<file path="src/hw/peek_pkg.sv">
`default_nettype none

package peek_pkg;

    localparam int REG_AW = 5;
    localparam int PEEK_AW = 10;

    // source ids as seen after key inversion; 4 to 7 are unused.
    typedef enum logic [2:0] {
        PEEK_REG       = 3'd0,
        PEEK_MEM_RAW   = 3'd1,
        PEEK_MEM_INSTR = 3'd2,
        PEEK_PC        = 3'd3
    } peek_src_e;

    typedef enum logic [1:0] {
        VIEW_RAW,
        VIEW_INSTR,
        VIEW_BLANK
    } view_mode_e;

    typedef struct packed {
        logic [6:0] funct7;
        logic [4:0] rs2;
        logic [4:0] rs1;
        logic [2:0] funct3;
        logic [4:0] rd;
        logic [6:0] opcode;
    } instr_fields_t;

    // one memory word, read either as plain data or as an instruction.
    typedef union packed {
        logic [31:0]   data;
        instr_fields_t instr;
    } mem_word_u;

endpackage

`default_nettype wire

</file>
<file path="src/hw/state_regfile.sv">
`timescale 1ns/1ps
`default_nettype none

module state_regfile (
    input  logic                        clk,
    input  logic                        rst_n,
    input  logic                        we,
    input  logic [peek_pkg::REG_AW-1:0] waddr,
    input  logic [31:0]                 wdata,
    input  logic                        rd_en,
    input  logic [peek_pkg::REG_AW-1:0] raddr,
    output logic [31:0]                 rdata
);

    import peek_pkg::*;

    localparam int NUM_REGS = 1 << REG_AW;

    logic [31:0] regs [NUM_REGS];

    // mirror of the core register file.
    always_ff @(posedge clk or negedge rst_n)
    begin
        if (!rst_n)
        begin
            for (int i = 0; i < NUM_REGS; i++)
            begin
                regs[i] <= '0;
            end
        end
        else if (we && (waddr != '0))
        begin
            regs[waddr] <= wdata; // x0 stays zero.
        end
    end

    // same-edge write is not visible here.
    always_ff @(posedge clk or negedge rst_n)
    begin
        if (!rst_n)
        begin
            rdata <= '0;
        end
        else if (rd_en)
        begin
            rdata <= regs[raddr];
        end
    end

endmodule

`default_nettype wire

</file>
<file path="config.mk">
export PLATFORM = sky130hd
export DESIGN_NAME = state_regfile
export DESIGN_NICKNAME = d
export VERILOG_FILES = /design/src/hw/peek_pkg.sv /design/src/hw/state_regfile.sv
export SDC_FILE = /design/constraint.sdc
export NUM_CORES = 1
export LEC_CHECK = 0
export BUFFER_PORTS_ARGS = -buffer_cell sky130_fd_sc_hd__buf_2
export CORE_MARGIN = 2
export CORE_UTILIZATION = 67
export DETAILED_ROUTE_END_ITERATION = 6
export HOLD_SLACK_MARGIN = 0.15
export MAX_ROUTING_LAYER = met4
export PLACE_DENSITY = 0.84
export SLEW_MARGIN = 15
export SYNTH_ARGS = -nofsm -noshare
export SYNTH_HDL_FRONTEND = slang
export SYNTH_SLANG_ARGS = --single-unit
</file>
<file path="constraint.sdc">
create_clock -name clk -period 3.18 [get_ports clk]
set_input_delay 0.636 -clock clk [delete_from_list [all_inputs] [get_ports clk]]
set_output_delay 0.636 -clock clk [all_outputs]
set_load 0.005 [all_outputs]
</file>
==> impl_results.md <==
* Net count reported at finish at 3431
* Setup TNS at 0 ps
* CTS Sinks at 1056
* Max-cap check violation count at 0
* Setup Buffers After CTS at 0
* Storage element area at 0.0264 mm2
* Largest net degree at the start of global routing at 133
* Worst endpoint required time at 3740 ps
* Cell count after synthesis at 3423
* Root Buffer: clkbuf_16
* Footprint of the multi-input gates at 0.0199 mm2
* Die outline area at 0.0735 mm2
* DRC viols at 0
* First-pass DRT Iterations at 5
* Worst setup SP type: input port
* Max Slew Vio Count at 0
* Post-route minimum period at 2120 ps
* Worst slew pin tran at 835 ps
* Post-route total power at 35700 uW
* Min-delay worst type: reg2reg
* Final WL at 126 mm
* TritonCTS buffer count at 105
* CTS tree: built
* WL/cell at 28.6 um
* Clk_lat worst skew at 670 ps
* Mapped Nets at 3469
* CP max-delay cell: and2_4
* IO buf count at 77
* Area grow syn2layout at 11.3%
* Leak at 0.0251 uW
* Initial Util at 0.679
* Count of buffer and inverter cells on the critical path at 2
* Synthesized area at 0.0478 mm2
* Gr usage total at 0.356
* Hold Vio Cnt, Final at 0
* Top delay family on crit path: simple AND/OR/NAND/NOR gates
* Crit-path cells: buf_2 > and2_4 > buf_4 > a22oi_1 > a21oi_1 > nor4_1 > mux2_2
* Ys Warns at 0
* DP Wirelength at 70.7 mm
* GRT Residual Overflow at 0
* Crit path largest cell delay at 510 ps
* PD cells at 672 mW/mm2
* Max FO, Critical Path at 21
* Period utilisation layout at 0.665
* RSZ-0062 raised after global routing: no
* Fmax at 473 MHz
* Antenna violations before repair at 1
* # IOs at 78
* Number of global-route vias before repair at 31.8k
* Drt first-iter violations at 3062
* CORE AREA at 0.0704 mm2
* Die Span X at 271 um
* Worst Path Class, Setup: in2reg
* Via-per-instance ratio at 6.77
* CP endpoint kind: flop
* #FFs+latches synth at 1056
* Register area share after synthesis at 0.553
* Clk slew on worst S/H paths at 70 ps
* First-pass GRT wire length at 193 mm
* Row cnt at 97
* # H-tree levels at 3
* Syn avg cell area at 14.0 um2
* Relative slew slack at 0.444
* Critical path arrival at 2670 ps
* Longest Clk Path Bufs at 3
* Distinct cells, synth at 25
* Via count at 29.9k
* GPL Wtd Cong at 0.817
* Max VDD drop at 0.000703 V
* Endpoints failing setup at 0
* Status: complete, no violations
* ANT nets after route at 0
* Fillers at 4144
* Die outline height at 271 um
* Fraction of layout cells with a size suffix above 1 at 0.410
* Fin Clk Skew at 15.3 ps
## Yosys cell counts, drive strengths merged
library cell	n	share of area
mux2	1024	0.24
nor2b	6	0.00078
and2	1	0.00013
nand2b	5	0.00065
a21oi	128	0.013
nand2	14	0.0011
dfrtp	1056	0.55
or3	3	0.00039
nor2	14	0.0011
mux2i	512	0.11
nor3b	2	0.00052
nor3	3	0.00031
or2	1	0.00013
nand3	1	0.00010
clkbuf	196	0.015
buf	164	0.020
nand4	1	0.00013
nor4	33	0.0044
nand4b	3	0.00055
a22oi	256	0.040
## timing repair
action	4_1_cts	5_1_grt
hold endpoints to repair	39	0
gates resized for setup	0	0
hold buffers	1	0
setup endpoints to repair	0	0
## final timing paths
check / end / slack, ps / cells after the start / from
worst max-delay path: rdata[0] / 1060 / 7 / raddr[2]
worst min-delay path: regs[1019] / 380 / 0 / regs[1019]
worst max register to register: rdata[0] / 1520 / 5 / regs[832]
worst min register to register: regs[1019] / 380 / 0 / regs[1019]
max in group asynchronous: regs[78] / 1570 / 3 / rst_n
min in group asynchronous: regs[177] / 470 / 2 / rst_n
## cell type report
cell class / instances / area share
Multi-Input combinational cell: 2007 / 0.374
Clock buffer: 157 / 0.0597
Clock inverter: 35 / 0.00882
Sequential cell: 1056 / 0.497
Tap cell: 940 / 0.0221
Timing Repair Buffer: 215 / 0.0389
Antenna cell: 1 / 0.0000470
## state kept, by name, indices dropped and copies added, names as in the netlist
signal  count
rdata      32
regs     1024
## cells by family (layout without fill, tap and decap cells)
family | after synthesis | in the layout | share of synthesized area
muxes | 1536 | 1536 | 0.348
DFF | 1056 | 1056 | 0.553
AOI/OAI and AO/OA | 384 | 384 | 0.0536
buffers and inverters | 360 | 407 | 0.0352
and+or+nand+nor | 87 | 87 | 0.0104
other | 0 | 1 | 0
## per-layer routing
layer  GRT usage  part of all wire  wire length [um]  vias to the layer above
met5           -                 0                 0                        -
met4       0.140             0.042              5270                        0
met3      0.0632             0.065              8190                      330
met2       0.553              0.48             60100                     1195
met1       0.471              0.42             52400                    16000
li1            -                 -                 -                    12400
## cell usage in the layout, fill, tap and decap left out, types with 3 or more instances in the layout
cell type     n
nand4b_1      3
dfrtp_1    1056
nor4_1       32
mux2i_1     512
nand2b_1      3
nor2_4       13
mux2_2      997
bufinv_16    11
buf_2        75
buf_12       50
buf_4        87
clkinv_2     21
a22oi_1     256
nand2_2      12
nor2b_4       4
a21oi_1     128
clkbuf_8     29
clkbuf_16   108
clkbuf_1     20
mux2_1       27
or3_2         3
## worst reg2reg max path, cell delays in order (launching register included)
cell and delay, ps:
dfrtp_1 360, mux2i_1 110, a22oi_1 250, a21oi_1 180, nor4_1 460, mux2_2 240
## metrics by stage
step,setup WS (ps),utilization,instances,area [um2],hold slack (ps)
3_5_place_dp,476,0.704,4217,49600,365
5_1_grt,1030,0.756,4411,53200,386
4_1_cts,1090,0.756,4410,53200,378
2_1_floorplan,1110,-,3423,47800,340
3_3_place_gp,508,0.704,4217,49600,364
6_report,1060,0.756,4411,53200,381
## power breakdown
group	total [uW]	internal [uW]	leakage, uW	switching [uW]
clock network	13000	7760	0.00182	5200
logic	5370	2950	0.00978	2420
registers	17400	16000	0.0135	1430
No activity file was read; power rests on OpenSTA's default activity.
