===== src/hw/refresh_divider.sv =====
`timescale 1ns/1ps
`default_nettype none

module refresh_divider #(
    parameter int DIV_CNT = 50
) (
    input  logic clk,
    input  logic rst_n,
    output logic refresh
);

    localparam int CNT_W = (DIV_CNT > 1) ? $clog2(DIV_CNT) : 1;
    localparam logic [CNT_W-1:0] LAST = CNT_W'(DIV_CNT - 1);

    logic [CNT_W-1:0] cnt;

    always_ff @(posedge clk or negedge rst_n)
    begin
        if (!rst_n)
        begin
            cnt <= '0;
        end
        else if (cnt == LAST)
        begin
            cnt <= '0; // wrap.
        end
        else
        begin
            cnt <= cnt + 1'b1;
        end
    end

    // one-cycle enable at terminal count.
    assign refresh = (cnt == LAST);

endmodule

`default_nettype wire


===== config.mk =====
export PLATFORM = sky130hd
export DESIGN_NAME = refresh_divider
export DESIGN_NICKNAME = d
export VERILOG_FILES = /design/src/hw/refresh_divider.sv
export SDC_FILE = /design/constraint.sdc
export NUM_CORES = 1
export LEC_CHECK = 0
export ABC_CLOCK_PERIOD_IN_PS = 1710
export BUFFER_PORTS_ARGS = -buffer_cell sky130_fd_sc_hd__buf_2
export CAP_MARGIN = 20
export CORE_AREA = 10 10 47 49
export CTS_CLUSTER_SIZE = 25
export DETAILED_ROUTE_END_ITERATION = 8
export DIE_AREA = 0 0 57 59
export PLACE_DENSITY = 0.47
export SLEW_MARGIN = 15
export SYNTH_ARGS = -nofsm -noshare
export SYNTH_HDL_FRONTEND = slang
export SYNTH_SLANG_ARGS = --single-unit

===== constraint.sdc =====
create_clock -name clk -period 1.71 [get_ports clk]
set_clock_uncertainty 0.1 [all_clocks]
set_input_delay 0.0855 -clock clk [delete_from_list [all_inputs] [get_ports clk]]
set_output_delay 0.0855 -clock clk [all_outputs]
set_load 0.005 [all_outputs]

==> impl_results.md, run 1 <==
- Final TNS setup: 0 ns
- Sw Share: 18.4%
- Cells after synthesis: 26
- Total vias in the final route: 195
- Largest register by flop count: cnt
- Fillers: 156
- Remaining global-route overflow: 0
- Biggest registers after layout: cnt: 6 flops
- Register area share after synthesis: 52.6%
- First-pass GRT wire length: 883 µm
- Total Die Area: 3360 µm²
- Internal power contribution: 0.224 mW
- Unrepaired setup endpoints after global routing: false
- Register bit total from synthesis: 6
- Sequential group share of total power: 51.9%
- Largest net degree at the start of global routing: 7
- CTS tree: built
- Final layout net count: 38
- Routability Congestion: 0.655
- Length of the first detailed-routing pass in iterations: 3
- Half-perimeter wire length after placement: 380 µm
- Starting utilization of the core area: 20.4%
- CTS root buf: sky130_fd_sc_hd__clkbuf_4
- Routed wirelength normalized by instance count: 9.92 µm
- Clock-pin slew reported for the worst setup and hold paths after clock tree synthesis: 0.04 ns
- Number of warnings issued by yosys: 0
- Distinct cell type count after synthesis: 16
- Required arrival time at the worst endpoint: 1.52 ns
- Worst slew margin: 88.5%
- Hold WC Path Type: in2async
- Clock sink count: 6
- Maximum vdd drop: 0.000289 V
- Avg Cell Area, Syn: 11.0 µm²
- Clk pwr share: 46.1%
- Clk Latency, worst-skew pair: 0.24 ns
- Post-detailed-route via-to-cell ratio: 4.06
- Data arrival at the endpoint of the critical path: 1.36 ns
- Area growth from synthesis to layout: 23.2%
- Setup-failing EPs final: 0
- Inst Count DP: 43
- Leakage dissipation: 0.148 nW
- Antenna violations before repair: 0
- Final count of hold timing violations: 0
- Antenna diodes: 0
- Shortest period the worst path allows: 1.55 ns
- Most used cells in the layout excluding fill and tap cells: sky130_fd_sc_hd__dfrtp_1, sky130_fd_sc_hd__nor2_1, sky130_fd_sc_hd__clkbuf_4
- Combined area of all synthesized cells: 285 µm²
- Post-detailed-routing wire length: 476 µm
- Power per cell area: 781 nW/µm²
- Relative contribution of combinational cells to total power: 1.9%
- Number of H-tree levels: 1
- Starting DRT DRC Count: 1
- Type of element capturing the critical path: output port
- Setup slack of the critical path after layout: 0.161 ns
- Crit Path Max Fanout: 3
- Total area of multi-input combinational cells: 128 µm²
- Most common cell after layout, fill and taps aside: sky130_fd_sc_hd__dfrtp_1
- Antenna violation net count after detailed routing: 0
- Tot GR Track Use: 3.77%
- Number of flip-flops under the largest register name: 6
- Max Clk Rate: 0.646 GHz
- Row count: 14
- Crit share post-route: 90.6%
- Total clock buffers created by CTS: 3
- Nets in the synthesized netlist: 30
- Maximum number of buffers from clock root to sink: 2
- Vias in the first global route: 210
- Non-Filler Instances: 48
- Width of the die: 57 µm
- Setup WS pre-CTS: 0.350 ns
- Port Buffer Count: 2
- DIE HEIGHT: 59 µm
- Post-route DRC violation count: 0
- Final Max Slew Viols: 0
- Total of max-cap violations: 0
- Area of the core: 1400 µm²
- Critical path class: reg2out
- Outcome: finished clean
- Transition time at the pin with the least slew margin: 0.170 ns
- Area used by sequential logic in the layout: 150 µm²
- Layout cell share with drive strength beyond 1: 25.0%
- Switching power total: 0.0506 mW
- Number of placed I/O pins: 3
- Worst setup SP type: flop
per-layer routing:
layer	track usage, %	vias up	share of wire (%)
met4	5.03	0	3.6
met5	0	-	0
met1	3.36	89	44
li1	-	99	-
met2	5.43	5	49
met3	1.93	2	3.2
cell type report:
| cell class | count | area share (%) |
|---|---|---|
| clock buffer | 3 | 6.41 |
| tap | 16 | 5.69 |
| multi-input combinational | 18 | 36.3 |
| sequential | 6 | 42.7 |
| inverter | 1 | 1.07 |
| timing repair buffer | 4 | 7.83 |
worst paths after layout:
kind,startpoint,endpoint,slack [ns],cells past startpoint
min reg2reg,cnt[0],cnt[0],0.40,1
max,cnt[1],refresh,0.16,5
min,rst_n,cnt[4],0.11,2
min in group clk,cnt[0],cnt[0],0.40,1
max reg2reg,cnt[1],cnt[0],0.34,6
max in group asynchronous,rst_n,cnt[0],1.25,2
critical path: stages, from the launching register on:
cell and delay [ns]:
sky130_fd_sc_hd__dfrtp_1 0.39, sky130_fd_sc_hd__inv_1 0.06, sky130_fd_sc_hd__ha_1 0.12, sky130_fd_sc_hd__nor2b_1 0.16, sky130_fd_sc_hd__and4b_2 0.27, sky130_fd_sc_hd__buf_2 0.12
cells by family after synthesis:
kind of cell	synth area share [%]
buf+inv	3.07
flops	52.6
simple gates	21.5
xor+xnor	9.21
compound gates	4.82
fa+ha+maj	8.77
timing repair:
| action | in CTS | in global routing |
|---|---|---|
| endpoints found under the hold margin | 6 | 0 |
| resized for setup | 0 | 1 |
| setup buffers | 0 | 1 |
| endpoints found under the setup margin | 0 | 1 |
| hold buffers | 1 | 0 |
through the flow:
step | util, % | power [mW] | hold slack, ns | instance area, µm²
global placement | 22.1 | 0.148 | -0.184 | 310
CTS | 24.5 | 0.286 | 0.114 | 343
floorplan | - | 0.145 | -0.310 | 285
detailed placement | 22.1 | 0.148 | -0.183 | 310
finish | 25.1 | 0.275 | 0.111 | 352
global route | 25.1 | 0.294 | 0.143 | 352
cells in the mapped netlist:
cell | number | area, µm²
sky130_fd_sc_hd__nand3_2 | 1 | 10.0
sky130_fd_sc_hd__nand2_1 | 1 | 3.75
sky130_fd_sc_hd__nor3_1 | 1 | 5.00
sky130_fd_sc_hd__nand3_1 | 1 | 5.00
sky130_fd_sc_hd__o21ai_0 | 1 | 5.00
sky130_fd_sc_hd__inv_1 | 1 | 3.75
sky130_fd_sc_hd__a211o_1 | 1 | 8.76
sky130_fd_sc_hd__dfrtp_1 | 6 | 150
sky130_fd_sc_hd__and4b_1 | 1 | 10.0
sky130_fd_sc_hd__and3_1 | 1 | 6.26
sky130_fd_sc_hd__nor2_1 | 4 | 15.0
sky130_fd_sc_hd__clkbuf_2 | 1 | 5.00
sky130_fd_sc_hd__xor2_1 | 1 | 8.76
sky130_fd_sc_hd__nor2b_1 | 1 | 6.26
sky130_fd_sc_hd__xnor2_1 | 2 | 17.5
sky130_fd_sc_hd__ha_1 | 2 | 25.0
power by group through the flow:
| stage | Combinational, mW | Sequential (mW) | Clock [mW] |
|---|---|---|---|
| 3_3_place_gp | 0.00366 | 0.145 | 0 |
| 5_1_grt | 0.00631 | 0.142 | 0.146 |
| 6_report | 0.00535 | 0.143 | 0.127 |
| 3_5_place_dp | 0.00373 | 0.145 | 0 |
| 4_1_cts | 0.00573 | 0.142 | 0.138 |
| 2_1_floorplan | 0.0000000537 | 0.145 | 0 |
No activity file was read; power rests on OpenSTA's default activity.
==> run 2, diff against run 1 <==
Settings changed: ABC_AREA set to 1, PLACE_DENSITY 0.47 to 0.48, RECOVER_POWER set to 25.
==> impl_results.md, run 2 <==
- Layout cell share with drive strength beyond 1: 17.5% (-7.5 points)
- Routability Congestion: 0.757 (+16%)
- CTS root buf: sky130_fd_sc_hd__clkbuf_4
- Required arrival time at the worst endpoint: 1.52 ns (about the same)
- Library cell contributing the largest single delay on the critical path: sky130_fd_sc_hd__dfrtp_1
- Total Die Area: 3360 µm² (unchanged)
- Largest register by flop count: cnt
- Switching power total: 0.0462 mW (-8.6%)
- Nets in the synthesized netlist: 38 (+27%)
- Cells along the critical path: inv_1 -> ha_1 -> nand4_1 -> inv_2 -> buf_2
- Final Core Density: 25.6% (+0.54 points)
- Share of flip-flops with an asynchronous set or reset: 100% (unchanged)
- DIE HEIGHT: 59 µm (unchanged)
- Type of element capturing the critical path: output port
- Hold WC Path Type: in2async
- Cell type with the largest total area after synthesis: sky130_fd_sc_hd__dfrtp_1
- Number of synthesized flops with an enable pin: 0 (unchanged)
- Crit Path Max Fanout: 4 (+1)
- Highest routing layer actually used: met3
- Transition time at the pin with the least slew margin: 0.300 ns (+0.130 ns)
- Sequential group share of total power: 52.9% (+1.0 points)
- Final Max Slew Viols: 0 (unchanged)
- Design area: 359 µm² (+2.1%)
- Leakage dissipation: 0.174 nW (+17%)
- Starting utilization of the core area: 21.3% (+0.89 points)
- Maximum vdd drop: 0.000281 V (-2.6%)
- Routed length on met3: 17 µm (+13%)
- Worst setup SP type: flop
- Register-to-register setup slack: 0.59 ns (+0.25 ns)
- Setup-failing EPs final: 0 (unchanged)
- Half-perimeter wire length after placement: 364 µm (-4.1%)
- Unrepaired setup endpoints after global routing: false
- Longest individual stage delay on the worst path: 0.38 ns (about the same)
- Outcome: finished clean
- Row count: 14 (unchanged)
- Critical path class: reg2out
- Power per cell area: 751 nW/µm² (-3.9%)
- Biggest registers after layout: cnt: 6 flops
- Routed wl met2: 207 µm (-11%)
- Vias in the first global route: 245 (+17%)
- Number of H-tree levels: 1 (unchanged)
- Antenna diodes: 0 (unchanged)
- Starting DRT DRC Count: 3 (+2)
- Antenna violations before repair: 0 (unchanged)
- Most used cells in the layout excluding fill and tap cells: sky130_fd_sc_hd__nor2_1, sky130_fd_sc_hd__dfrtp_1, sky130_fd_sc_hd__inv_1, sky130_fd_sc_hd__nand2_1
- Remaining global-route overflow: 0 (unchanged)
- Internal power contribution: 0.223 mW (-0.27%)
- Top cell type's share of synthesized area: 50.4% (-2.2 points)
- Routed wirelength normalized by instance count: 7.86 µm (-21%)
- CP top delay family: flip-flops
- Dominant cells by area after synthesis: sky130_fd_sc_hd__dfrtp_1, sky130_fd_sc_hd__ha_1, sky130_fd_sc_hd__nor2_1
- Number of warnings issued by yosys: 0 (unchanged)
- Combined area of all synthesized cells: 298 µm² (+4.4%)
- Cells after synthesis: 34 (+31%)
- Crit share post-route: 80.9% (-9.7 points)
- Area of the core: 1400 µm² (unchanged)
- Area growth from synthesis to layout: 20.6%
- CP Buf/Inv Count: 3 (+1)
- Avg Cell Area, Syn: 8.76 µm² (-20%)
- Register bit total from synthesis: 6 (unchanged)
- Length of the first detailed-routing pass in iterations: 4 (+1)
- Maximum number of buffers from clock root to sink: 2 (unchanged)
- Final count of hold timing violations: 0 (unchanged)
- Final TNS setup: 0 ns (unchanged)
- Register area share after synthesis: 50.4% (-2.2 points)
- Post-DP Area: 328 µm² (+5.6%)
- Fillers: 164 (+5.1%)
- Post-route DRC violation count: 0 (unchanged)
- Distinct cell type count after synthesis: 11 (-5)
- First-pass GRT wire length: 869 µm (-1.6%)
- Final layout net count: 46 (+21%)
- Tot GR Track Use: 3.42% (-0.36 points)
- Clk Latency, worst-skew pair: 0.23 ns (about the same)
- CTS tree: built
- Number of flip-flops under the largest register name: 6 (unchanged)
- Predominant post-synthesis flop cell: sky130_fd_sc_hd__dfrtp_1
- Clock sink count: 6 (unchanged)
- Post-detailed-route via-to-cell ratio: 3.96 (-2.4%)
- Count of buffers added by post-CTS timing repair for setup: 0 (unchanged)
- Sw Share: 17.1% (-1.3 points)
- Clock-pin slew reported for the worst setup and hold paths after clock tree synthesis: 0.04 ns (about the same)
- Total vias in the final route: 222 (+14%)
- Max Clk Rate: 0.723 GHz (+12%)
- Port Buffer Count: 2 (unchanged)
- Post-detailed-routing wire length: 440 µm (-7.6%)
- Total of max-cap violations: 0 (unchanged)
- Largest net degree at the start of global routing: 7 (unchanged)
- Number of placed I/O pins: 3 (unchanged)
- Clk pwr share: 45.4% (-0.7 points)
- Detailed-route wire length on metal 1: 214 µm (+1.4%)
- Worst slew margin: 80.0% (-8.5 points)
- Relative contribution of combinational cells to total power: 1.7% (-0.2 points)
- Shortest period the worst path allows: 1.38 ns (-0.165 ns)
- Antenna violation net count after detailed routing: 0 (unchanged)
- Total clock buffers created by CTS: 3 (unchanged)
- Width of the die: 57 µm (unchanged)
- # resized after CTS: 0 (unchanged)
- Data arrival at the endpoint of the critical path: 1.20 ns (-0.16 ns)
- Ranking of synthesized cells by instance count: sky130_fd_sc_hd__dfrtp_1, sky130_fd_sc_hd__nor2_1, sky130_fd_sc_hd__inv_1, sky130_fd_sc_hd__nand2_1, sky130_fd_sc_hd__nand3_1
==> run 2: changes by cell type after synthesis, moves of 2 or more <==
cell                      previous run  this run
sky130_fd_sc_hd__nor2_1              4         6
sky130_fd_sc_hd__nand2_1             1         5
sky130_fd_sc_hd__inv_2               0         2
sky130_fd_sc_hd__inv_1               1         5
sky130_fd_sc_hd__nand3_1             1         3
==> run 2: stage by stage <==
| stage | std cells | hold slack (ns) | power (mW) | setup WS, ns |
|---|---|---|---|---|
| after CTS | 56 | 0.0858 | 0.277 | 0.308 |
| after floorplan | 34 | -0.310 | 0.145 | 0.665 |
| after global routing | 56 | 0.169 | 0.286 | 0.247 |
| after global placement | 52 | -0.187 | 0.148 | 0.573 |
| final | 56 | 0.141 | 0.270 | 0.327 |
| after detailed placement | 52 | -0.187 | 0.148 | 0.576 |
==> run 2: final timing paths <==
kind / startpoint / end / depth (start not counted)
setup / recovery: cnt[1] / refresh / 5
hold / removal: rst_n / cnt[2] / 2
setup reg to reg: cnt[0] / cnt[2] / 3
hold reg to reg: cnt[0] / cnt[0] / 1
max in group asynchronous: rst_n / cnt[4] / 2
min in group clk: cnt[0] / cnt[0] / 1
==> run 2: area by class of cell <==
cell class	instances	area, µm²	share of cell area (%)
flip-flops and latches	6	150	41.8
multi-input cells	21	121	33.8
inverters	7	26.3	7.32
clock buffers	3	22.5	6.27
well taps	16	20.0	5.57
repair buffers	3	18.8	5.23
==> run 2: layer usage <==
| metal | vias up | global-route usage (%) |
|---|---|---|
| met1 | 102 | 3.10 |
| met3 | 0 | 1.29 |
| met4 | 0 | 5.03 |
| li1 | 117 | - |
| met5 | - | 0 |
| met2 | 3 | 4.96 |
==> run 2: worst reg2reg max path, stage by stage (launching register included) <==
cell	delay, ns
sky130_fd_sc_hd__dfrtp_1	0.40
sky130_fd_sc_hd__ha_1	0.25
sky130_fd_sc_hd__xnor2_1	0.18
sky130_fd_sc_hd__nor2_1	0.07
==> run 2: timing repair <==
item / 4_1_cts / 5_1_grt
endpoints found under the hold margin: 6 / 0
hold buffers: 1 / 0
endpoints found under the setup margin: 0 / 0
==> run 2: power by group through the flow <==
stage               combinational (mW)  clock, mW  sequential, mW
floorplan                 0.0000000824          0           0.145
finish                         0.00462      0.122           0.143
global route                   0.00542      0.138           0.142
CTS                            0.00521      0.130           0.143
detailed placement             0.00353          0           0.145
global placement               0.00353          0           0.145
==> run 2: logic make-up after synthesis <==
group | synth area share (%)
flops | 50.4
simple gates | 24.8
xor+xnor | 5.88
fa+ha+maj | 8.40
compound gates | 1.68
buf+inv | 8.83
