### src/hw/peek_pkg.sv
`default_nettype none

package peek_pkg;

    localparam int REG_AW = 5;
    localparam int PEEK_AW = 10;

    // source ids as seen after key inversion; 4 to 7 are unused.
    typedef enum logic [2:0] {
        PEEK_REG       = 3'd0,
        PEEK_MEM_RAW   = 3'd1,
        PEEK_MEM_INSTR = 3'd2,
        PEEK_PC        = 3'd3
    } peek_src_e;

    typedef enum logic [1:0] {
        VIEW_RAW,
        VIEW_INSTR,
        VIEW_BLANK
    } view_mode_e;

    typedef struct packed {
        logic [6:0] funct7;
        logic [4:0] rs2;
        logic [4:0] rs1;
        logic [2:0] funct3;
        logic [4:0] rd;
        logic [6:0] opcode;
    } instr_fields_t;

    // one memory word, read either as plain data or as an instruction.
    typedef union packed {
        logic [31:0]   data;
        instr_fields_t instr;
    } mem_word_u;

endpackage

`default_nettype wire

### src/hw/peek_ctrl.sv
`timescale 1ns/1ps
`default_nettype none

module peek_ctrl #(
    parameter int MEM_DEPTH = 1024
) (
    input  logic                           clk,
    input  logic                           rst_n,
    input  logic                           refresh,
    input  logic [peek_pkg::PEEK_AW-1:0]   sw,
    input  peek_pkg::peek_src_e            peek_id,
    input  logic [31:0]                    pc,
    input  logic [31:0]                    reg_rdata,
    input  peek_pkg::mem_word_u            mem_rdata,
    output logic                           rd_en,
    output logic [peek_pkg::REG_AW-1:0]    reg_raddr,
    output logic [$clog2(MEM_DEPTH)-1:0]   mem_raddr,
    output logic [31:0]                    peek_word,
    output peek_pkg::view_mode_e           view_mode,
    output logic                           word_valid
);

    import peek_pkg::*;

    localparam int MEM_AW = $clog2(MEM_DEPTH);

    logic [PEEK_AW-1:0] sw_q;
    logic [31:0]        pc_q;
    logic [31:0]        addr_ext;
    peek_src_e          src_q;
    logic               sel_valid;

    // sample step, payload only.
    always_ff @(posedge clk)
    begin
        if (refresh)
        begin
            sw_q <= sw;
            pc_q <= pc;
        end
    end

    always_ff @(posedge clk or negedge rst_n)
    begin
        if (!rst_n)
        begin
            src_q      <= PEEK_REG;
            rd_en      <= 1'b0;
            word_valid <= 1'b0;
        end
        else
        begin
            rd_en      <= refresh; // read step.
            word_valid <= rd_en;   // select step.
            if (refresh)
            begin
                src_q <= peek_id;
            end
        end
    end

    // memory index wraps modulo MEM_DEPTH.
    assign addr_ext  = {{(32 - PEEK_AW){1'b0}}, sw_q};
    assign reg_raddr = sw_q[REG_AW-1:0];
    assign mem_raddr = addr_ext[MEM_AW-1:0];

    assign sel_valid = (src_q <= PEEK_PC);

    always_comb
    begin
        peek_word = '0;
        view_mode = VIEW_BLANK;
        if (sel_valid)
        begin
            case (src_q)
                PEEK_REG:
                begin
                    peek_word = reg_rdata;
                    view_mode = VIEW_RAW;
                end
                PEEK_MEM_RAW:
                begin
                    peek_word = mem_rdata.data;
                    view_mode = VIEW_RAW;
                end
                PEEK_MEM_INSTR:
                begin
                    peek_word = mem_rdata.data;
                    view_mode = VIEW_INSTR;
                end
                default:
                begin
                    peek_word = pc_q;
                    view_mode = VIEW_RAW;
                end
            endcase
        end
    end

endmodule

`default_nettype wire

### config.mk
export PLATFORM = sky130hd
export DESIGN_NAME = peek_ctrl
export DESIGN_NICKNAME = d
export VERILOG_FILES = /design/src/hw/peek_pkg.sv /design/src/hw/peek_ctrl.sv
export SDC_FILE = /design/constraint.sdc
export NUM_CORES = 1
export LEC_CHECK = 0
export BUFFER_PORTS_ARGS = -buffer_cell sky130_fd_sc_hd__buf_2
export CORE_MARGIN = 3
export CORE_UTILIZATION = 28
export CTS_CLUSTER_SIZE = 28
export DETAILED_ROUTE_END_ITERATION = 10
export SLEW_MARGIN = 20
export SYNTH_ARGS = -nofsm -noshare
export SYNTH_HDL_FRONTEND = slang
export SYNTH_SLANG_ARGS = --single-unit
### constraint.sdc
create_clock -name clk -period 3.5 [get_ports clk]
set_clock_uncertainty 0.05 [all_clocks]
set_input_delay 0.175 -clock clk [delete_from_list [all_inputs] [get_ports clk]]
set_output_delay 0.175 -clock clk [all_outputs]
set_load 0.01 [all_outputs]
==> impl_summary.txt, run 1 <==
----------------------------------------------------
[Power and ir drop]
  Leakage power summed over all cells ... 1.80 nW
  VDD IR max ... 0.148 mV
  Power Dens Cells ... around 370 nW/um^2

[Detailed routing]
  ANT nets after route ... 0
  DRC violations left ... 0
  Number of DRC markers in iteration 0 ... 42
  Routed vias/inst ... approximately 4.6
  Final Routed Wirelength ... 6.60 mm
  Via total after detailed routing ... 2147
  Pre-Repair DR Iteration Count ... 4
  WL/cell ... 14.1 um

[Global routing]
  All-layer global routing usage ... about 13%
  Global-route congestion overflow total ... 0
  Number of antenna violations at the first check in global routing ... 0
  Maximum number of pins on one net before global-route repair ... 67
  Vias in the first global route ... 2231
  Wire length of the first global-routing pass ... 10.3 mm

[Timing]
  Number of pins with negative max-slew slack in the final report ... 0
  Final Hold Fails ... 0
  Number of setup violations in the final report ... 0
  Final min period ... 2.28 ns
  Summed negative setup slack over all endpoints ... 0 ns
  Setup repair after global routing missed its margin ... no
  Relative slew margins ... 29.4%
  Final cycle utilization of the critical path ... 65.1%
  Final worst-path setup slack ... 1.22 ns
  Slew of the pin with the lowest slew margin ... 1.06 ns
  Fmax ... about 440 MHz

[Synth]
  Mapped Avg Cell Area ... 14.6 um^2
  Number of synthesized register bits ... 47
  Number of instances in the synthesized netlist ... 170
  Synthesized cell area ... 2480 um^2
  Post-synthesis cell type with the largest combined area ... sky130_fd_sc_hd__edfxtp_1
  Synth warnings ... 0
  Cell types with the largest area share after synthesis ... sky130_fd_sc_hd__edfxtp_1, sky130_fd_sc_hd__mux2i_1, sky130_fd_sc_hd__o22ai_1, sky130_fd_sc_hd__dfrtp_1, sky130_fd_sc_hd__buf_6
  Share of synthesized area occupied by flip-flops and latches ... 55.8%
  Share of the synthesized area in the top cell type ... 50.8%
  Net Count, Synth ... 282
  Number of distinct library cells after synthesis ... 15

[Floorplan]
  Boundary pin count ... 163
  Area of the core ... 8420 um^2
  Initial cell density of the core ... just under 30%
  Die outline area ... 10000 um^2
  Die height ... 100 um
  Core Rows ... 33
  Horizontal die dimension ... between 100 and 150 um

[CTS]
  Clock tree from TritonCTS ... built
  Buffer levels on the longest clock path ... 2
  Total CTS buffers ... 5
  Clock transition time at the flip-flop clock pins of the worst setup and hold paths ... 0.10 ns
  TritonCTS Sinks ... 47
  Maximum level of the CTS H-tree ... 2
  Buffer type at the clock tree root ... sky130_fd_sc_hd__clkbuf_8
  Clock latency of the later-clocked register in the worst-skew pair ... 0.30 ns
  Buffer count from post-CTS setup fixing ... 0

[Critical path]
  Startpoint of the worst register-to-register path ... src_q[0]$_DFFE_PN0P_
  CP Data Arrival Time ... 2.05 ns
  Cell at the slowest stage of the critical path ... sky130_fd_sc_hd__dfrtp_4
  Worst path cell trace ... mux2i_1 -> o22ai_1 -> buf_2
  CP peak stage delay ... 1.14 ns
  Largest fanout on the critical path ... 66
  Kind of start point of the critical path ... flip-flop
  Required @ worst endpoint ... 3.27 ns
  Critical Path Sink Type ... output port
  Worst setup path category ... flip-flop to output port
  Origin of the worst setup path ... src_q[0]$_DFFE_PN0P_

[Placement]
  Port bufs ... 162
  Final weighted congestion in routability-driven placement ... roughly 0.73
  Setup WS pre-CTS ... 1.54 ns
  Hpwl dp ... 4.57 mm
  Placed insts ... 417

[Layout]
  Non-Filler Instances ... 468
  Commonest cells after routing, fill and taps aside ... sky130_fd_sc_hd__buf_2, sky130_fd_sc_hd__mux2i_1, sky130_fd_sc_hd__dlygate4sd3_1
  Layout-stage area growth over the synthesis result ... 51.3%
  Most common library cell in the layout ignoring fill and taps ... sky130_fd_sc_hd__buf_2
  Number of inserted filler cells in the final layout ... a little over 800
  Ratio of cells with drive above 1 in the final layout ... 47.9%
  Register cell area after layout ... 1390 um^2
  Fin nets ... 474
  Area used by multi-input combinational logic ... 895 um^2
  ANT cells ... 0

[Min path]
  Worst min-delay path class ... input pin to flip-flop
  Origin of the worst min-delay path ... peek_id[2]

[Job]
  Max-cap viol count ... 0

[Status]
  Outcome ... complete, no violations

----------------------------------------------------
[critical path, delay by kind of cell, from the launching register on]
kind	cells	cell delay (ns)
flip-flops	1	1.14
AO/OA/AOI/OAI	1	0.12
buffers and inverters	1	0.18
multiplexers	1	0.29
[timing repair]
action,4_1_cts,5_1_grt
gates resized for setup,0,0
hold buffers,43,0
endpoints found under the hold margin,47,0
endpoints found under the setup margin,0,0
[layout make-up]
| type | instances | share of cell area [%] |
|---|---|---|
| flip-flops and latches | 47 | 37.0 |
| repair buffers | 206 | 33.2 |
| multi-input cells | 102 | 23.8 |
| well taps | 105 | 3.50 |
| clock buffers | 5 | 1.83 |
| clock inverters | 3 | 0.600 |
[final timing paths]
check                      slack (ns)              endpoint  cells past startpoint
setup reg to reg                 1.94  src_q[0]$_DFFE_PN0P_                      1
setup / recovery                 1.22          peek_word[0]                      3
min in group asynchronous        0.16  src_q[0]$_DFFE_PN0P_                      2
hold reg to reg                  0.34  word_valid$_DFF_PN0_                      0
hold / removal                   0.05  src_q[2]$_DFFE_PN0P_                      2
max in group asynchronous        3.09  src_q[0]$_DFFE_PN0P_                      2
[power by group]
| part | leakage [nW] | internal [mW] | switching, mW |
|---|---|---|---|
| sequential | 0.469 | 0.660 | 0.0495 |
| clock | 0.0489 | 0.145 | 0.191 |
| combinational | 1.29 | 0.205 | 0.157 |
[state kept, by name, summed over array words and instances (netlist names)]
| name | cells |
|---|---|
| src_q | 3 |
| mem_raddr | 10 |
| pc_q | 32 |
| word_valid | 1 |
| rd_en | 1 |
[cells in the mapped netlist, drive strengths merged]
| library cell | n |
|---|---|
| buf | 15 |
| clkbuf | 6 |
| dfrtp | 5 |
| edfxtp | 42 |
| mux2 | 3 |
| mux2i | 64 |
| nand2b | 1 |
| nor3b | 1 |
| o22ai | 32 |
| or2 | 1 |
[kinds of logic after synthesis]
family          after synthesis  share of synthesized area [%]
mux                          67                           27.2
flops                        47                           55.8
compound gates               32                           8.06
buf+inv                      21                           8.11
simple gates                  3                          0.807
[per-layer routing]
| layer | wire length, um | GRT usage (%) | share of wire (%) | up-vias |
|---|---|---|---|---|
| li1 | - | - | - | 1053 |
| met1 | 2560 | 14.1 | 39 | 980 |
| met2 | 3330 | 23.9 | 50 | 108 |
| met3 | 645 | 4.31 | 9.8 | 6 |
| met4 | 73 | 3.73 | 1.1 | 0 |
| met5 | 0 | 0 | 0 | - |
[through the flow]
stage / hold WS [ns] / total power, mW / instance area, um^2 / util, %
3_5_place_dp: -0.0530 / 1.05 / 3230 / 38.4
4_1_cts: 0.0320 / 1.44 / 3760 / 44.6
3_3_place_gp: -0.0520 / 1.05 / 3230 / 38.4
2_1_floorplan: -0.171 / 0.919 / 2480 / -
5_1_grt: 0.0270 / 1.49 / 3760 / 44.6
6_report: 0.0469 / 1.41 / 3760 / 44.6
(Power assumes the default switching activity.)
==> run 2: changes to the inputs <==
Clock period 3.5 ns to 2.26 ns, I/O delays scaled along.
==> run 2 against run 1 <==
Compared with the run above:
- non-clock buffer count is 8 higher
- cell area is 2.5% higher
- sequential share of layout area is 0.89 points lower
- largest cell class unchanged
==> impl_summary.txt, run 2 (synthesis gave the netlist of run 1 again) <==
----------------------------------------------------
[Status]
  Outcome ... complete, no violations (unchanged)

[Critical path]
  Startpoint of the worst register-to-register path ... src_q[0]$_DFFE_PN0P_ (unchanged)
  Logic depth of the worst register-to-register path ... 1 (unchanged)
  FF-to-FF End ... src_q[0]$_DFFE_PN0P_ (unchanged)
  Worst path cell trace ... buf_4 -> mux2i_1 -> o22ai_1 -> buf_2 (was mux2i_1 -> o22ai_1 -> buf_2)
  Top Family by Delay on Critical Path ... flip-flops (unchanged)
  CP peak stage delay ... 0.83 ns (was 1.14 ns)
  CP Data Arrival Time ... 1.92 ns (was 2.05 ns)
  Origin of the worst setup path ... src_q[0]$_DFFE_PN0P_ (unchanged)
  Worst setup slack for register-to-register paths ... 1.01 ns (was 1.94 ns)
  Cell at the slowest stage of the critical path ... sky130_fd_sc_hd__dfrtp_4 (unchanged)
  End of the critical path ... peek_word[12] (was peek_word[0])
  Required @ worst endpoint ... 2.10 ns (was 3.27 ns)
  Crit. path cell count ... 4 (was 3)
  Worst setup path category ... flip-flop to output port (unchanged)
  Crit path buf inv count ... 2 (was 1)
  Kind of start point of the critical path ... flip-flop (unchanged)
  Largest fanout on the critical path ... 36 (was 66)
  Critical Path Sink Type ... output port (unchanged)

[Layout]
  Register cell area after layout ... 1390 um^2 (unchanged)
  Fin nets ... 482 (was 474)
  Cell area after layout ... 3850 um^2 (was 3760 um^2)
  Layout-stage area growth over the synthesis result ... 55.0% (was 51.3%)
  Register ranked first by flip-flop count ... pc_q (unchanged)
  Final Util ... 45.7% (was 44.6%)
  ANT cells ... 0 (unchanged)
  Non-Filler Instances ... 476 (was 468)
  Number of inserted filler cells in the final layout ... 807 (was 816)
  Most common library cell in the layout ignoring fill and taps ... sky130_fd_sc_hd__buf_2 (unchanged)
  Area used by multi-input combinational logic ... 895 um^2 (unchanged)
  Ratio of cells with drive above 1 in the final layout ... 48.2% (was 47.9%)
  Commonest cells after routing, fill and taps aside ... sky130_fd_sc_hd__buf_2, sky130_fd_sc_hd__mux2i_1, sky130_fd_sc_hd__dlygate4sd3_1 (unchanged)
  Number of flip-flops in the largest register ... 32 (unchanged)

[Detailed routing]
  WL/cell ... 14.1 um (about the same)
  Routed vias/inst ... 4.64 (was 4.59)
  Number of DRC markers in iteration 0 ... 30 (was 42)
  Pre-Repair DR Iteration Count ... 4 (unchanged)
  Final Routed Wirelength ... 6.70 mm (was 6.60 mm)
  ANT nets after route ... 0 (unchanged)
  DRC violations left ... 0 (unchanged)
  Via total after detailed routing ... 2211 (was 2147)

[Floorplan]
  Area of the core ... 8420 um^2 (unchanged)
  Boundary pin count ... 163 (unchanged)
  Core Rows ... 33 (unchanged)
  Initial cell density of the core ... 29.5% (unchanged)
  Horizontal die dimension ... 100 um (unchanged)
  Die height ... 100 um (unchanged)
  Die outline area ... 10000 um^2 (unchanged)

[Global routing]
  Met1 usage ... 15.6% (was 14.1%)
  Vias in the first global route ... 2387 (was 2231)
  Wire length of the first global-routing pass ... 10.8 mm (was 10.3 mm)
  Number of antenna violations at the first check in global routing ... 0 (unchanged)
  Global-route met3 utilization ... 3.82% (was 4.31%)
  Highest-utilization routing layer at the global route stage ... met2 (unchanged)
  Maximum number of pins on one net before global-route repair ... 37 (was 67)
  All-layer global routing usage ... 13.3% (was 13.0%)
  Met2 layer usage reported by global route ... 23.2% (was 23.9%)
  Global-route congestion overflow total ... 0 (unchanged)

[CTS]
  Buffer count from post-CTS setup fixing ... 0 (unchanged)
  Buffer levels on the longest clock path ... 2 (unchanged)
  Clock transition time at the flip-flop clock pins of the worst setup and hold paths ... 0.10 ns (about the same)
  TritonCTS Sinks ... 47 (unchanged)
  Clock tree from TritonCTS ... built (unchanged)
  Total CTS buffers ... 5 (unchanged)
  Buffer type at the clock tree root ... sky130_fd_sc_hd__clkbuf_8 (unchanged)
  Clock latency of the later-clocked register in the worst-skew pair ... 0.30 ns (about the same)
  Maximum level of the CTS H-tree ... 2 (unchanged)

[Min path]
  Worst min-delay path class ... input pin to asynchronous set/reset pin (was input pin to flip-flop)

[Timing]
  Fmax ... 479 MHz
  Final min period ... about 2.1 ns
  Final-layout worst hold slack ... 0.125 ns (was 0.0469 ns)
  Final worst-path setup slack ... 0.173 ns (was 1.22 ns)
  Summed negative setup slack over all endpoints ... 0 ns (unchanged)
  Number of pins with negative max-slew slack in the final report ... 0 (unchanged)
  Number of setup violations in the final report ... 0 (unchanged)
  Relative slew margins ... 58.4% (was 29.4%)
  Setup repair after global routing missed its margin ... no (unchanged)
  Final Hold Fails ... 0 (unchanged)
  Final cycle utilization of the critical path ... 92.3%
  Slew of the pin with the lowest slew margin ... 0.624 ns (was 1.06 ns)

[Placement]
  Placement Cell Area ... 3300 um^2 (was 3230 um^2)
  Setup WS pre-CTS ... 0.416 ns (was 1.54 ns)
  Port bufs ... 162 (unchanged)
  Placed insts ... 422 (was 417)
  Final weighted congestion in routability-driven placement ... 0.742 (was 0.729)
  Hpwl dp ... 4.95 mm (was 4.57 mm)

[Power and ir drop]
  Total power consumption of the routed design ... 2.20 mW (was 1.41 mW)
  Power Dens Cells ... 572 nW/um^2 (was 375 nW/um^2)
  VDD IR max ... 0.328 mV (was 0.148 mV)
  Leakage power summed over all cells ... 1.85 nW (was 1.80 nW)

[Job]
  Max-cap viol count ... 0 (unchanged)

----------------------------------------------------
[run 2: changes by cell type in the layout (fill, tap and decap cells not counted)]
cell,previous run,this run
sky130_fd_sc_hd__buf_12,0,2
sky130_fd_sc_hd__buf_4,1,4
sky130_fd_sc_hd__dlygate4sd3_1,43,46
[run 2: repair_timing]
action,in CTS,in global routing
hold endpoints to repair,50,0
endpoints found under the setup margin,0,12
hold buffers,46,0
gates resized for setup,0,1
[run 2: layout make-up]
cell class	instances	area share (%)
timing repair buffer	214	34.9
tap	105	3.41
sequential	47	36.1
multi-input combinational	102	23.2
clock inverter	3	0.585
clock buffer	5	1.79
[run 2: how the worst min path moves through the flow]
stage	slack, ns	end	cells past startpoint
floorplan	-0.23	rd_en$_DFF_PN0_	0
global placement	-0.11	word_valid$_DFF_PN0_	1
detailed placement	-0.11	word_valid$_DFF_PN0_	1
CTS	0.08	word_valid$_DFF_PN0_	2
global route	0.12	word_valid$_DFF_PN0_	2
finish	0.12	word_valid$_DFF_PN0_	2
[run 2: per-layer routing]
layer	part of all wire, %	routed length (um)
met2	49	3310
met5	0	0
met3	9.7	648
met4	1.9	127
met1	39	2620
[run 2: report_power, final]
group | switching, mW | total (mW) | leakage (nW) | internal, mW
Sequential | 0.0515 | 1.07 | 0.469 | 1.02
Clock | 0.293 | 0.517 | 0.0489 | 0.224
Combinational | 0.276 | 0.610 | 1.33 | 0.334
Total | 0.620 | 2.20 | 1.85 | 1.58
