==> src/hw/peek_pkg.sv <==
`default_nettype none

package peek_pkg;

    localparam int REG_AW = 5;
    localparam int PEEK_AW = 10;

    // source ids as seen after key inversion; 4 to 7 are unused.
    typedef enum logic [2:0] {
        PEEK_REG       = 3'd0,
        PEEK_MEM_RAW   = 3'd1,
        PEEK_MEM_INSTR = 3'd2,
        PEEK_PC        = 3'd3
    } peek_src_e;

    typedef enum logic [1:0] {
        VIEW_RAW,
        VIEW_INSTR,
        VIEW_BLANK
    } view_mode_e;

    typedef struct packed {
        logic [6:0] funct7;
        logic [4:0] rs2;
        logic [4:0] rs1;
        logic [2:0] funct3;
        logic [4:0] rd;
        logic [6:0] opcode;
    } instr_fields_t;

    // one memory word, read either as plain data or as an instruction.
    typedef union packed {
        logic [31:0]   data;
        instr_fields_t instr;
    } mem_word_u;

endpackage

`default_nettype wire

==> src/hw/board_pkg.sv <==
`default_nettype none

package board_pkg;

    localparam int NUM_DIGITS = 6;
    localparam int SEG_W = 7;

    // active low, bit 0 is segment a.
    function automatic logic [SEG_W-1:0] hex_to_seg(input logic [3:0] nibble);
        case (nibble)
            4'h0: return 7'h40;
            4'h1: return 7'h79;
            4'h2: return 7'h24;
            4'h3: return 7'h30;
            4'h4: return 7'h19;
            4'h5: return 7'h12;
            4'h6: return 7'h02;
            4'h7: return 7'h78;
            4'h8: return 7'h00;
            4'h9: return 7'h10;
            4'ha: return 7'h08;
            4'hb: return 7'h03; // lower case b.
            4'hc: return 7'h46;
            4'hd: return 7'h21; // lower case d.
            4'he: return 7'h06;
            default: return 7'h0e;
        endcase
    endfunction

endpackage

`default_nettype wire

==> src/hw/seg_display.sv <==
`timescale 1ns/1ps
`default_nettype none

module seg_display (
    input  logic                  clk,
    input  logic                  rst_n,
    input  logic                  word_valid,
    input  peek_pkg::mem_word_u   peek_word,
    input  peek_pkg::view_mode_e  view_mode,
    output logic [board_pkg::NUM_DIGITS-1:0][board_pkg::SEG_W-1:0] digits
);

    import peek_pkg::*;
    import board_pkg::*;

    logic [NUM_DIGITS-1:0][SEG_W-1:0] digits_d;

    always_comb
    begin
        logic [4*NUM_DIGITS-1:0] nibbles;
        nibbles  = '0;
        digits_d = '1;
        case (view_mode)
            VIEW_RAW:
            begin
                nibbles = peek_word.data[4*NUM_DIGITS-1:0];
            end
            VIEW_INSTR:
            begin
                // two hex digits per field.
                nibbles = {3'b000, peek_word.instr.rs2,
                           3'b000, peek_word.instr.rs1,
                           3'b000, peek_word.instr.rd};
            end
            default:
            begin
                nibbles = '0;
            end
        endcase
        if (view_mode != VIEW_BLANK)
        begin
            for (int i = 0; i < NUM_DIGITS; i++)
            begin
                digits_d[i] = hex_to_seg(nibbles[4*i +: 4]);
            end
        end
    end

    // held between refreshes.
    always_ff @(posedge clk or negedge rst_n)
    begin
        if (!rst_n)
        begin
            digits <= '1; // all segments off.
        end
        else if (word_valid)
        begin
            digits <= digits_d;
        end
    end

endmodule

`default_nettype wire

==> config.mk <==
export PLATFORM = sky130hd
export DESIGN_NAME = seg_display
export DESIGN_NICKNAME = d
export VERILOG_FILES = /design/src/hw/peek_pkg.sv /design/src/hw/board_pkg.sv /design/src/hw/seg_display.sv
export SDC_FILE = /design/constraint.sdc
export NUM_CORES = 1
export LEC_CHECK = 0
export ABC_AREA = 1
export BUFFER_PORTS_ARGS = -buffer_cell sky130_fd_sc_hd__buf_2
export CELL_PAD_IN_SITES_DETAIL_PLACEMENT = 0
export CELL_PAD_IN_SITES_GLOBAL_PLACEMENT = 1
export CORE_ASPECT_RATIO = 1.4
export CORE_UTILIZATION = 42
export CTS_BUF_LIST = sky130_fd_sc_hd__clkbuf_8 sky130_fd_sc_hd__clkbuf_16
export DETAILED_ROUTE_END_ITERATION = 6
export GPL_ROUTABILITY_DRIVEN = 1
export PLACE_DENSITY = 0.86
export RECOVER_POWER = 50
export SYNTH_ARGS = -nofsm -noshare
export SYNTH_HDL_FRONTEND = slang
export SYNTH_SLANG_ARGS = --single-unit
==> constraint.sdc <==
create_clock -name clk -period 1.7 [get_ports clk]
set_clock_uncertainty 0.15 [all_clocks]
set_input_delay 0.34 -clock clk [delete_from_list [all_inputs] [get_ports clk]]
set_output_delay 0.34 -clock clk [all_outputs]
set_load 0.1 [all_outputs]
==> flow_summary.yaml, run 1 <==
status:
  status: "complete, no violations"
timing:
  hold_viol_final: 0
  fin_crit_ns: 1.62
  drv_slew: 0
  slew_headroom_pct: 28.8
  fin_crit_sh_pct: 95.0
  fmax_ghz: 0.619
  hold-worst-slack_ns: 0.154
  rsz0062_at_grt: "true"
  finalSetupViolCount: 0
  worstMarginPinSlew_ns: 1.07
  final.setup.worst_slack_ns: 0.0846
worst_setup_path:
  cp_slowest_cell: "dfstp_2"
  cp_top_family: "flip-flops"
  r2r_slack_ns: 0.68
  required_ns: 1.21
  rr_worst_depth: 3
  cp_cell_sequence: "buf_4"
  critical-path-max-stage-delay_ns: 0.54
  worst_setup_path_start_kind: "register"
  crit_type: "register to output pin"
  worstSetupEndpointType: "output pin"
  worstPathArrival_ns: 1.13
  critPathBufInv: 1
  critPathMaxFanout: 2
  r2r_start: "digits[2]$_DFFE_PN1P_"
  r2r-end: "digits[2]$_DFFE_PN1P_"
pwr:
  ir_drop_uv: 532
  p_total_mw: 4.10
  p_leak_nw: 2.40
  power_density_nw_per_um2: 846
cts:
  postCtsHoldBufs: 0
  cts.sinks: 42
  insertion_delay_ns: 0.30
  cts_root_buf: "clkbuf_8"
  clk_path_buf_depth: 2
  cts_tree: "yes"
  numCtsBuffers: 5
  clkTransAtPathRegs_ns: 0.08
  htree_num_levels: 2
synthesis:
  syn_inst: 487
  netlist_area_um2: 3450
  ys_ff_latch: 42
  yosys_warnings: 0
  synth_top_cell_by_area: "dfstp_2"
  synth_cell_types: 26
  yosysSeqAreaShare_pct: 32.0
  yosys.area.top_type_share_pct: 32.0
  syn-num-nets: 560
  ys_top_cells_by_area: "dfstp_2 (32%), ha_1 (13%), nand2_1 (13%)"
  syn_avg_cell_area_um2: 7.08
hold_path:
  hold_path_depth: 3
  hold_path_class: "primary input to register"
  min_from: "peek_word[6]"
  holdPathEnd: "digits[9]$_DFFE_PN1P_"
drt:
  drt_iter0_markers: 92
  vias: 3417
  final_antenna_net_count: 0
  viasPerCell: 4.92
  drt_wl_total_um: 8940
  drt_pass1_iterations: 4
  drc: 0
  wl_per_cell_um: 12.9
finish:
  final_cells: 694
  largest_reg_flops: 42
  largestRegisters: "digits: 42 flops"
  area_growth_pct: 40.5
  utilization_pct: 61.7
  regMostFlops: "digits"
  final_cell_mix: "nand2_1 (105), nor2_1 (68), buf_4 (58)"
  fin_nets: 667
  layout_commonest_cell: "nand2_1"
  drive_above_1_share_pct: 39.2
  n_antenna_cell: 0
place:
  portBuffers: 71
  gp_congestion: 0.969
  dp_hpwl_um: 6930
  dpl.cell_count: 686
  dp_slack_ns: -0.216
floorplan:
  pin_count: 79
  die_h_um: 109
  rows: 38
  initial_core_util_pct: 44.0
  die_area_um2: 8580
  die_w_um: 78.6
  core_um2: 7850
grt:
  grt_max_degree: 46
  overflow: 0
  grt_pass1_vias: 3380
  antenna_found_initial: 0
  grt.total_usage_pct: 22.0
  grt_pass1_wl_um: 15000
job:
  maxCapViolations: 0
[metrics by stage]
stage | instance area [um2] | setup TNS [ns]
finish | 4840 | 0
global route | 4840 | -0.00532
CTS | 5050 | 0
detailed placement | 4970 | -6.21
global placement | 4970 | -4.94
floorplan | 3620 | -0.853
[worst max-delay path by stage]
stage	startpoint	to	depth (start not counted)
2_1_floorplan	view_mode[0]	digits[17]$_DFFE_PN1P_	13
3_3_place_gp	view_mode[0]	digits[28]$_DFFE_PN1P_	13
3_5_place_dp	view_mode[0]	digits[38]$_DFFE_PN1P_	11
4_1_cts	view_mode[0]	digits[28]$_DFFE_PN1P_	13
5_1_grt	view_mode[1]	digits[17]$_DFFE_PN1P_	13
6_report	digits[36]$_DFFE_PN1P_	digits[36]	1
[area by class of cell]
type	count	area [um2]
Tap cell	100	125
Clock buffer	5	68.8
Multi-Input combinational cell	372	2200
Sequential cell	42	1100
Inverter	58	221
Fill cell	744	3000
Timing Repair Buffer	115	1120
Clock inverter	2	7.51
[power by group]
part / switching (mW) / total [mW] / leakage [nW] / internal, mW
Combinational: 1.47 / 2.14 / 1.92 / 0.667
Sequential: 0.113 / 1.34 / 0.442 / 1.22
Clock: 0.353 / 0.624 / 0.0466 / 0.271
Total: 1.93 / 4.10 / 2.40 / 2.16
[repair_timing]
action / 4_1_cts / 5_1_grt
resized for setup: 0 / 5
setup endpoints to repair: 0 / 8
buffers inserted: 0 / 1
[routing by layer]
| metal | global-route usage [%] | vias up | routed length, um |
|---|---|---|---|
| li1 | - | 1764 | - |
| met1 | 23.5 | 1556 | 3650 |
| met2 | 41.4 | 76 | 4700 |
| met3 | 3.68 | 21 | 335 |
| met4 | 10.7 | 0 | 243 |
| met5 | 0 | - | 0 |
[cell usage after synthesis]
master	n
nor2_2	1
buf_6	3
o21ai_0	21
nand2_2	2
o21bai_1	5
o21ai_2	3
nor2_4	1
a21oi_1	26
nor2_1	70
or2_2	6
a31oi_1	9
clkinv_2	1
inv_1	50
nand2_4	10
clkbuf_1	5
o21ai_1	2
inv_2	7
buf_4	1
dfstp_2	42
o211ai_1	3
nand3_2	2
nand3_1	58
ha_1	36
a21oi_2	1
nand2_1	116
buf_2	6
[cells by family after synthesis]
kind of cell               synth area share, %
adders and majority gates                 13.1
DFF                                       32.0
buffers and inverters                     8.96
and+or+nand+nor                           34.5
AOI/OAI and AO/OA                         11.5
(Power assumes the default switching activity.)
==> run 2: changes to the inputs <==
--- a/config.mk
+++ b/config.mk
@@ -6,7 +6,7 @@
 export NUM_CORES = 1
 export LEC_CHECK = 0
 export ABC_AREA = 1
-export BUFFER_PORTS_ARGS = -buffer_cell sky130_fd_sc_hd__buf_2
+export BUFFER_PORTS_ARGS = -buffer_cell sky130_fd_sc_hd__buf_4
 export CELL_PAD_IN_SITES_DETAIL_PLACEMENT = 0
 export CELL_PAD_IN_SITES_GLOBAL_PLACEMENT = 1
 export CORE_ASPECT_RATIO = 1.4
==> run 2 against run 1 <==
Against the previous run:
- first-iteration DRC count is 12% higher
- core utilization shrank 3.0 points
- critical path type unchanged
- highest routed layer unchanged
- clock-buffer cell count did not move
- critical endpoint is now digits[0]
- combinational power fell by 9%
==> flow_summary.yaml, run 2 (synthesis results as in run 1) <==
finish:
  area_growth_pct: 33.6
  postLayoutCellArea_um2: 4610
  n_antenna_cell: 0
  drive_above_1_share_pct: 39.0
  largest_reg_flops: 42
  final_cell_mix: "nand2_1 (107), buf_4 (104), nor2_1 (67)"
  fin_nets: 665
  largestRegisters: "digits: 42 flops"
  layout_commonest_cell: "nand2_1"
  fillCellCount: 793
  regMostFlops: "digits"
grt:
  grt_pass1_wl_um: 15200
  grt_pass1_vias: 3365
  grt.total_usage_pct: 22.5
  grt_max_degree: 46
  antenna_found_initial: 0
  overflow: 0
worst_setup_path:
  critPathBufInv: 1
  cp_slowest_cell: "dfstp_2"
  cp_top_family: "flip-flops"
  cp_cell_sequence: "clkbuf_4"
  critical-path-max-stage-delay_ns: 0.53
  crit_type: "register to output pin"
  worstSetupEndpointType: "output pin"
  required_ns: 1.21
  worst_setup_path_start_kind: "register"
  worstPathArrival_ns: 1.14
  critPathMaxFanout: 2
pwr:
  p_total_mw: 3.86
  power_density_nw_per_um2: 838
  p_leak_nw: 2.30
  ir_drop_uv: 548
timing:
  hold_viol_final: 0
  rsz0062_at_grt: "false"
  fin_crit_ns: 1.63
  worstMarginPinSlew_ns: 1.11
  fin_crit_sh_pct: 96.1
  final.setup.worst_slack_ns: 0.0656
  final.setup.tns_ns: 0
  fmax_ghz: 0.612
  finalSetupViolCount: 0
  drv_slew: 0
  slew_headroom_pct: 26.1
cts:
  htree_num_levels: 2
  insertion_delay_ns: 0.29
  clkTransAtPathRegs_ns: 0.08
  numCtsBuffers: 5
  cts.sinks: 42
  cts_tree: "yes"
  postCtsHoldBufs: 0
  cts_root_buf: "clkbuf_8"
  clk_path_buf_depth: 2
drt:
  final_antenna_net_count: 0
  drc: 0
  wl_per_cell_um: 12.8
  viasPerCell: 4.97
  drt_wl_total_um: 8870
  vias: 3437
  drt_iter0_markers: 103
  drt_pass1_iterations: 4
job:
  maxCapViolations: 0
floorplan:
  die_area_um2: 8580
  rows: 38
  core_um2: 7850
  initial_core_util_pct: 44.0
  die_h_um: 109
  die_w_um: 78.6
  pin_count: 79
place:
  gp_congestion: 0.864
  dp_hpwl_um: 6820
  portBuffers: 71
  dpl-instance-area_um2: 4490
  dp_slack_ns: -0.252
status:
  status: "complete, no violations"
hold_path:
  hold_path_class: "primary input to register"
-- run 2: final timing paths --
| path | start | depth (start not counted) | end | slack [ns] |
|---|---|---|---|---|
| max reg2reg | digits[16]$_DFFE_PN1P_ | 3 | digits[16]$_DFFE_PN1P_ | 0.71 |
| min reg2reg | digits[25]$_DFFE_PN1P_ | 2 | digits[25]$_DFFE_PN1P_ | 0.34 |
| min | peek_word[6] | 3 | digits[9]$_DFFE_PN1P_ | 0.15 |
| max | digits[0]$_DFFE_PN1P_ | 1 | digits[0] | 0.07 |
| min in group asynchronous | rst_n | 1 | digits[9]$_DFFE_PN1P_ | 0.56 |
| max in group asynchronous | rst_n | 1 | digits[31]$_DFFE_PN1P_ | 0.78 |
-- run 2: per-stage QoR --
stage | utilization [%] | hold slack, ns | instances
floorplan | - | 0.0422 | 487
global placement | 57.2 | 0.318 | 682
detailed placement | 57.2 | 0.329 | 682
CTS | 58.2 | 0.143 | 689
global route | 58.7 | 0.157 | 692
finish | 58.7 | 0.153 | 692
-- run 2: cell type report --
| cell class | count | area, um2 | share of cell area, % |
|---|---|---|---|
| sequential | 42 | 1100 | 24.0 |
| multi-input combinational | 372 | 2200 | 47.8 |
| clock buffer | 5 | 68.8 | 1.49 |
| clock inverter | 2 | 7.51 | 0.163 |
| timing repair buffer | 113 | 878 | 19.1 |
| inverter | 58 | 221 | 4.81 |
| tap | 100 | 125 | 2.72 |
-- run 2: report_power, final --
part           total (mW)  internal [mW]  switching, mW
Combinational        1.95          0.493           1.46
Sequential           1.29           1.22         0.0695
Clock               0.614          0.271          0.342
Total                3.86           1.98           1.87
-- run 2: repair_timing --
item | 4_1_cts | 5_1_grt
setup buffers | 0 | 3
setup endpoints to repair | 0 | 14
gates resized for setup | 0 | 11
-- run 2: metal layers --
metal,global-route usage (%),routed length [um],up-vias
met1,25.2,3630,1589
met5,0,0,-
met4,7.67,172,0
met2,42.0,4710,71
met3,4.18,356,19
li1,-,-,1758
==> run 3: changes to the inputs <==
--- a/config.mk
+++ b/config.mk
@@ -14,6 +14,7 @@
 export CTS_BUF_LIST = sky130_fd_sc_hd__clkbuf_8 sky130_fd_sc_hd__clkbuf_16
 export DETAILED_ROUTE_END_ITERATION = 6
 export GPL_ROUTABILITY_DRIVEN = 1
+export GPL_TIMING_DRIVEN = 0
 export PLACE_DENSITY = 0.86
 export RECOVER_POWER = 50
 export SYNTH_ARGS = -nofsm -noshare
==> run 3 against run 2 <==
Against the previous run:
- die area unchanged
- setup slack worse by 0.026 ns
- sequential cell count unchanged
- total power up 0.98%
- fmax shrank 1.6%
- wire length increased by 9.9%
- clock power up 2%
- hold slack got worse by 0.012 ns
- sequential power about the same
- largest power group unchanged
- highest routed layer unchanged
==> flow_summary.yaml, run 3 (synthesis results as in run 1) <==
place:
  dp_hpwl_um: 7200
  portBuffers: 69
  gp_congestion: 0.904
drt:
  viasPerCell: 5.06
  final_antenna_net_count: 0
  wl_per_cell_um: 14.4
  drt_pass1_iterations: 5
  drt_iter0_markers: 114
  vias: 3435
  drt_wl_total_um: 9750
  drc: 0
grt:
  grt_pass1_vias: 3277
  grt_max_degree: 43
  grt_pass1_wl_um: 15200
  antenna_found_initial: 0
  overflow: 0
  grt.total_usage_pct: 23.1
timing:
  drv_slew: 0
  fin_crit_ns: 1.66
  slew_headroom_pct: 27.8
  final.setup.tns_ns: 0
  finalSetupViolCount: 0
  rsz0062_at_grt: "true"
  hold_viol_final: 0
  fmax_ghz: 0.602
  fin_crit_sh_pct: 97.7
  worstMarginPinSlew_ns: 1.08
finish:
  utilization_pct: 58.8
  largestRegisters: "digits: 42 flops"
  multi_input_area_um2: 2290
  layout_commonest_cell: "nand2_1"
  n_antenna_cell: 0
  regMostFlops: "digits"
  fillCellCount: 756
  largest_reg_flops: 42
  drive_above_1_share_pct: 40.1
  fin_nets: 652
  area_growth_pct: 33.7
  ff_latch_area_um2: 1100
  final_cell_mix: "nand2_1 (98), buf_4 (82), nor2_1 (68)"
cts:
  postCtsHoldBufs: 0
  cts.sinks: 42
  cts_root_buf: "clkbuf_8"
  insertion_delay_ns: 0.31
  numCtsBuffers: 5
  htree_num_levels: 2
  clk_path_buf_depth: 2
  cts_tree: "yes"
  clkTransAtPathRegs_ns: 0.09
worst_setup_path:
  required_ns: 1.79
  critPathMaxFanout: 8
  worst_setup_path_start_kind: "primary input"
  worstSetupEndpointType: "register"
  worstPathArrival_ns: 1.75
  crit_type: "primary input to register"
floorplan:
  die_area_um2: 8580
  initial_core_util_pct: 44.0
  pin_count: 79
  die_w_um: 78.6
  die_h_um: 109
  core_um2: 7850
  rows: 38
job:
  maxCapViolations: 0
pwr:
  power_density_nw_per_um2: 845
  p_leak_nw: 2.25
  p_total_mw: 3.90
  ir_drop_uv: 512
hold_path:
  hold_path_class: "primary input to register"
status:
  status: "complete, no violations"
==> run 3: layout make-up <==
cell class                      count  area share [%]
Buffer                             15            2.55
Sequential cell                    42            23.9
Multi-Input combinational cell    372            49.7
Inverter                           58            5.02
Clock buffer                        5            1.49
Clock inverter                      2           0.163
Tap cell                          100            2.71
Timing Repair Buffer               85            14.4
==> run 3: what timing repair did <==
action                                 4_1_cts  5_1_grt
buffers inserted                             1       14
pin swaps                                    1       15
setup endpoints to repair                    6       28
endpoints found under the hold margin        0        0
gates resized for setup                      2       37
gates cloned                                 0        1
==> run 3: worst paths after layout <==
check                                  startpoint                     end  slack [ns]  cells after the start
max                                  view_mode[0]   digits[3]$_DFFE_PN1P_        0.04                     13
min                                  peek_word[6]   digits[9]$_DFFE_PN1P_        0.14                      3
max reg2reg                digits[16]$_DFFE_PN1P_  digits[16]$_DFFE_PN1P_        0.68                      3
min reg2reg                digits[25]$_DFFE_PN1P_  digits[25]$_DFFE_PN1P_        0.34                      2
max in group asynchronous                   rst_n  digits[34]$_DFFE_PN1P_        0.81                      1
min in group asynchronous                   rst_n  digits[10]$_DFFE_PN1P_        0.54                      1
==> run 3: worst max-delay path: stages <==
cell	delay, ns
buf_8	0.12
nor2_4	0.22
clkbuf_16	0.20
nand2_1	0.06
nand2_2	0.12
inv_4	0.06
ha_4	0.25
inv_1	0.03
nand2_1	0.07
nand3_1	0.08
nand2_1	0.06
nor2_1	0.05
nor2_1	0.09
==> run 3: metrics by stage <==
stage | hold WS, ns | std cells | setup WS [ns] | cell area (um2)
floorplan | 0.0422 | 487 | -0.0871 | 3620
global placement | 0.318 | 656 | -0.342 | 4260
detailed placement | 0.321 | 656 | -0.392 | 4260
CTS | 0.132 | 664 | 0.00626 | 4350
global route | 0.150 | 679 | -0.0351 | 4610
finish | 0.141 | 679 | 0.0396 | 4610
==> run 3: where the power goes <==
part           internal, mW  switching (mW)
clock network         0.272           0.357
logic                 0.482            1.50
registers              1.22          0.0698
==> run 3: metal layers <==
metal  wire [um]  track usage (%)
met5           0                0
met2        4960             40.9
met3         525             3.93
met4         317             12.6
met1        3940             26.0
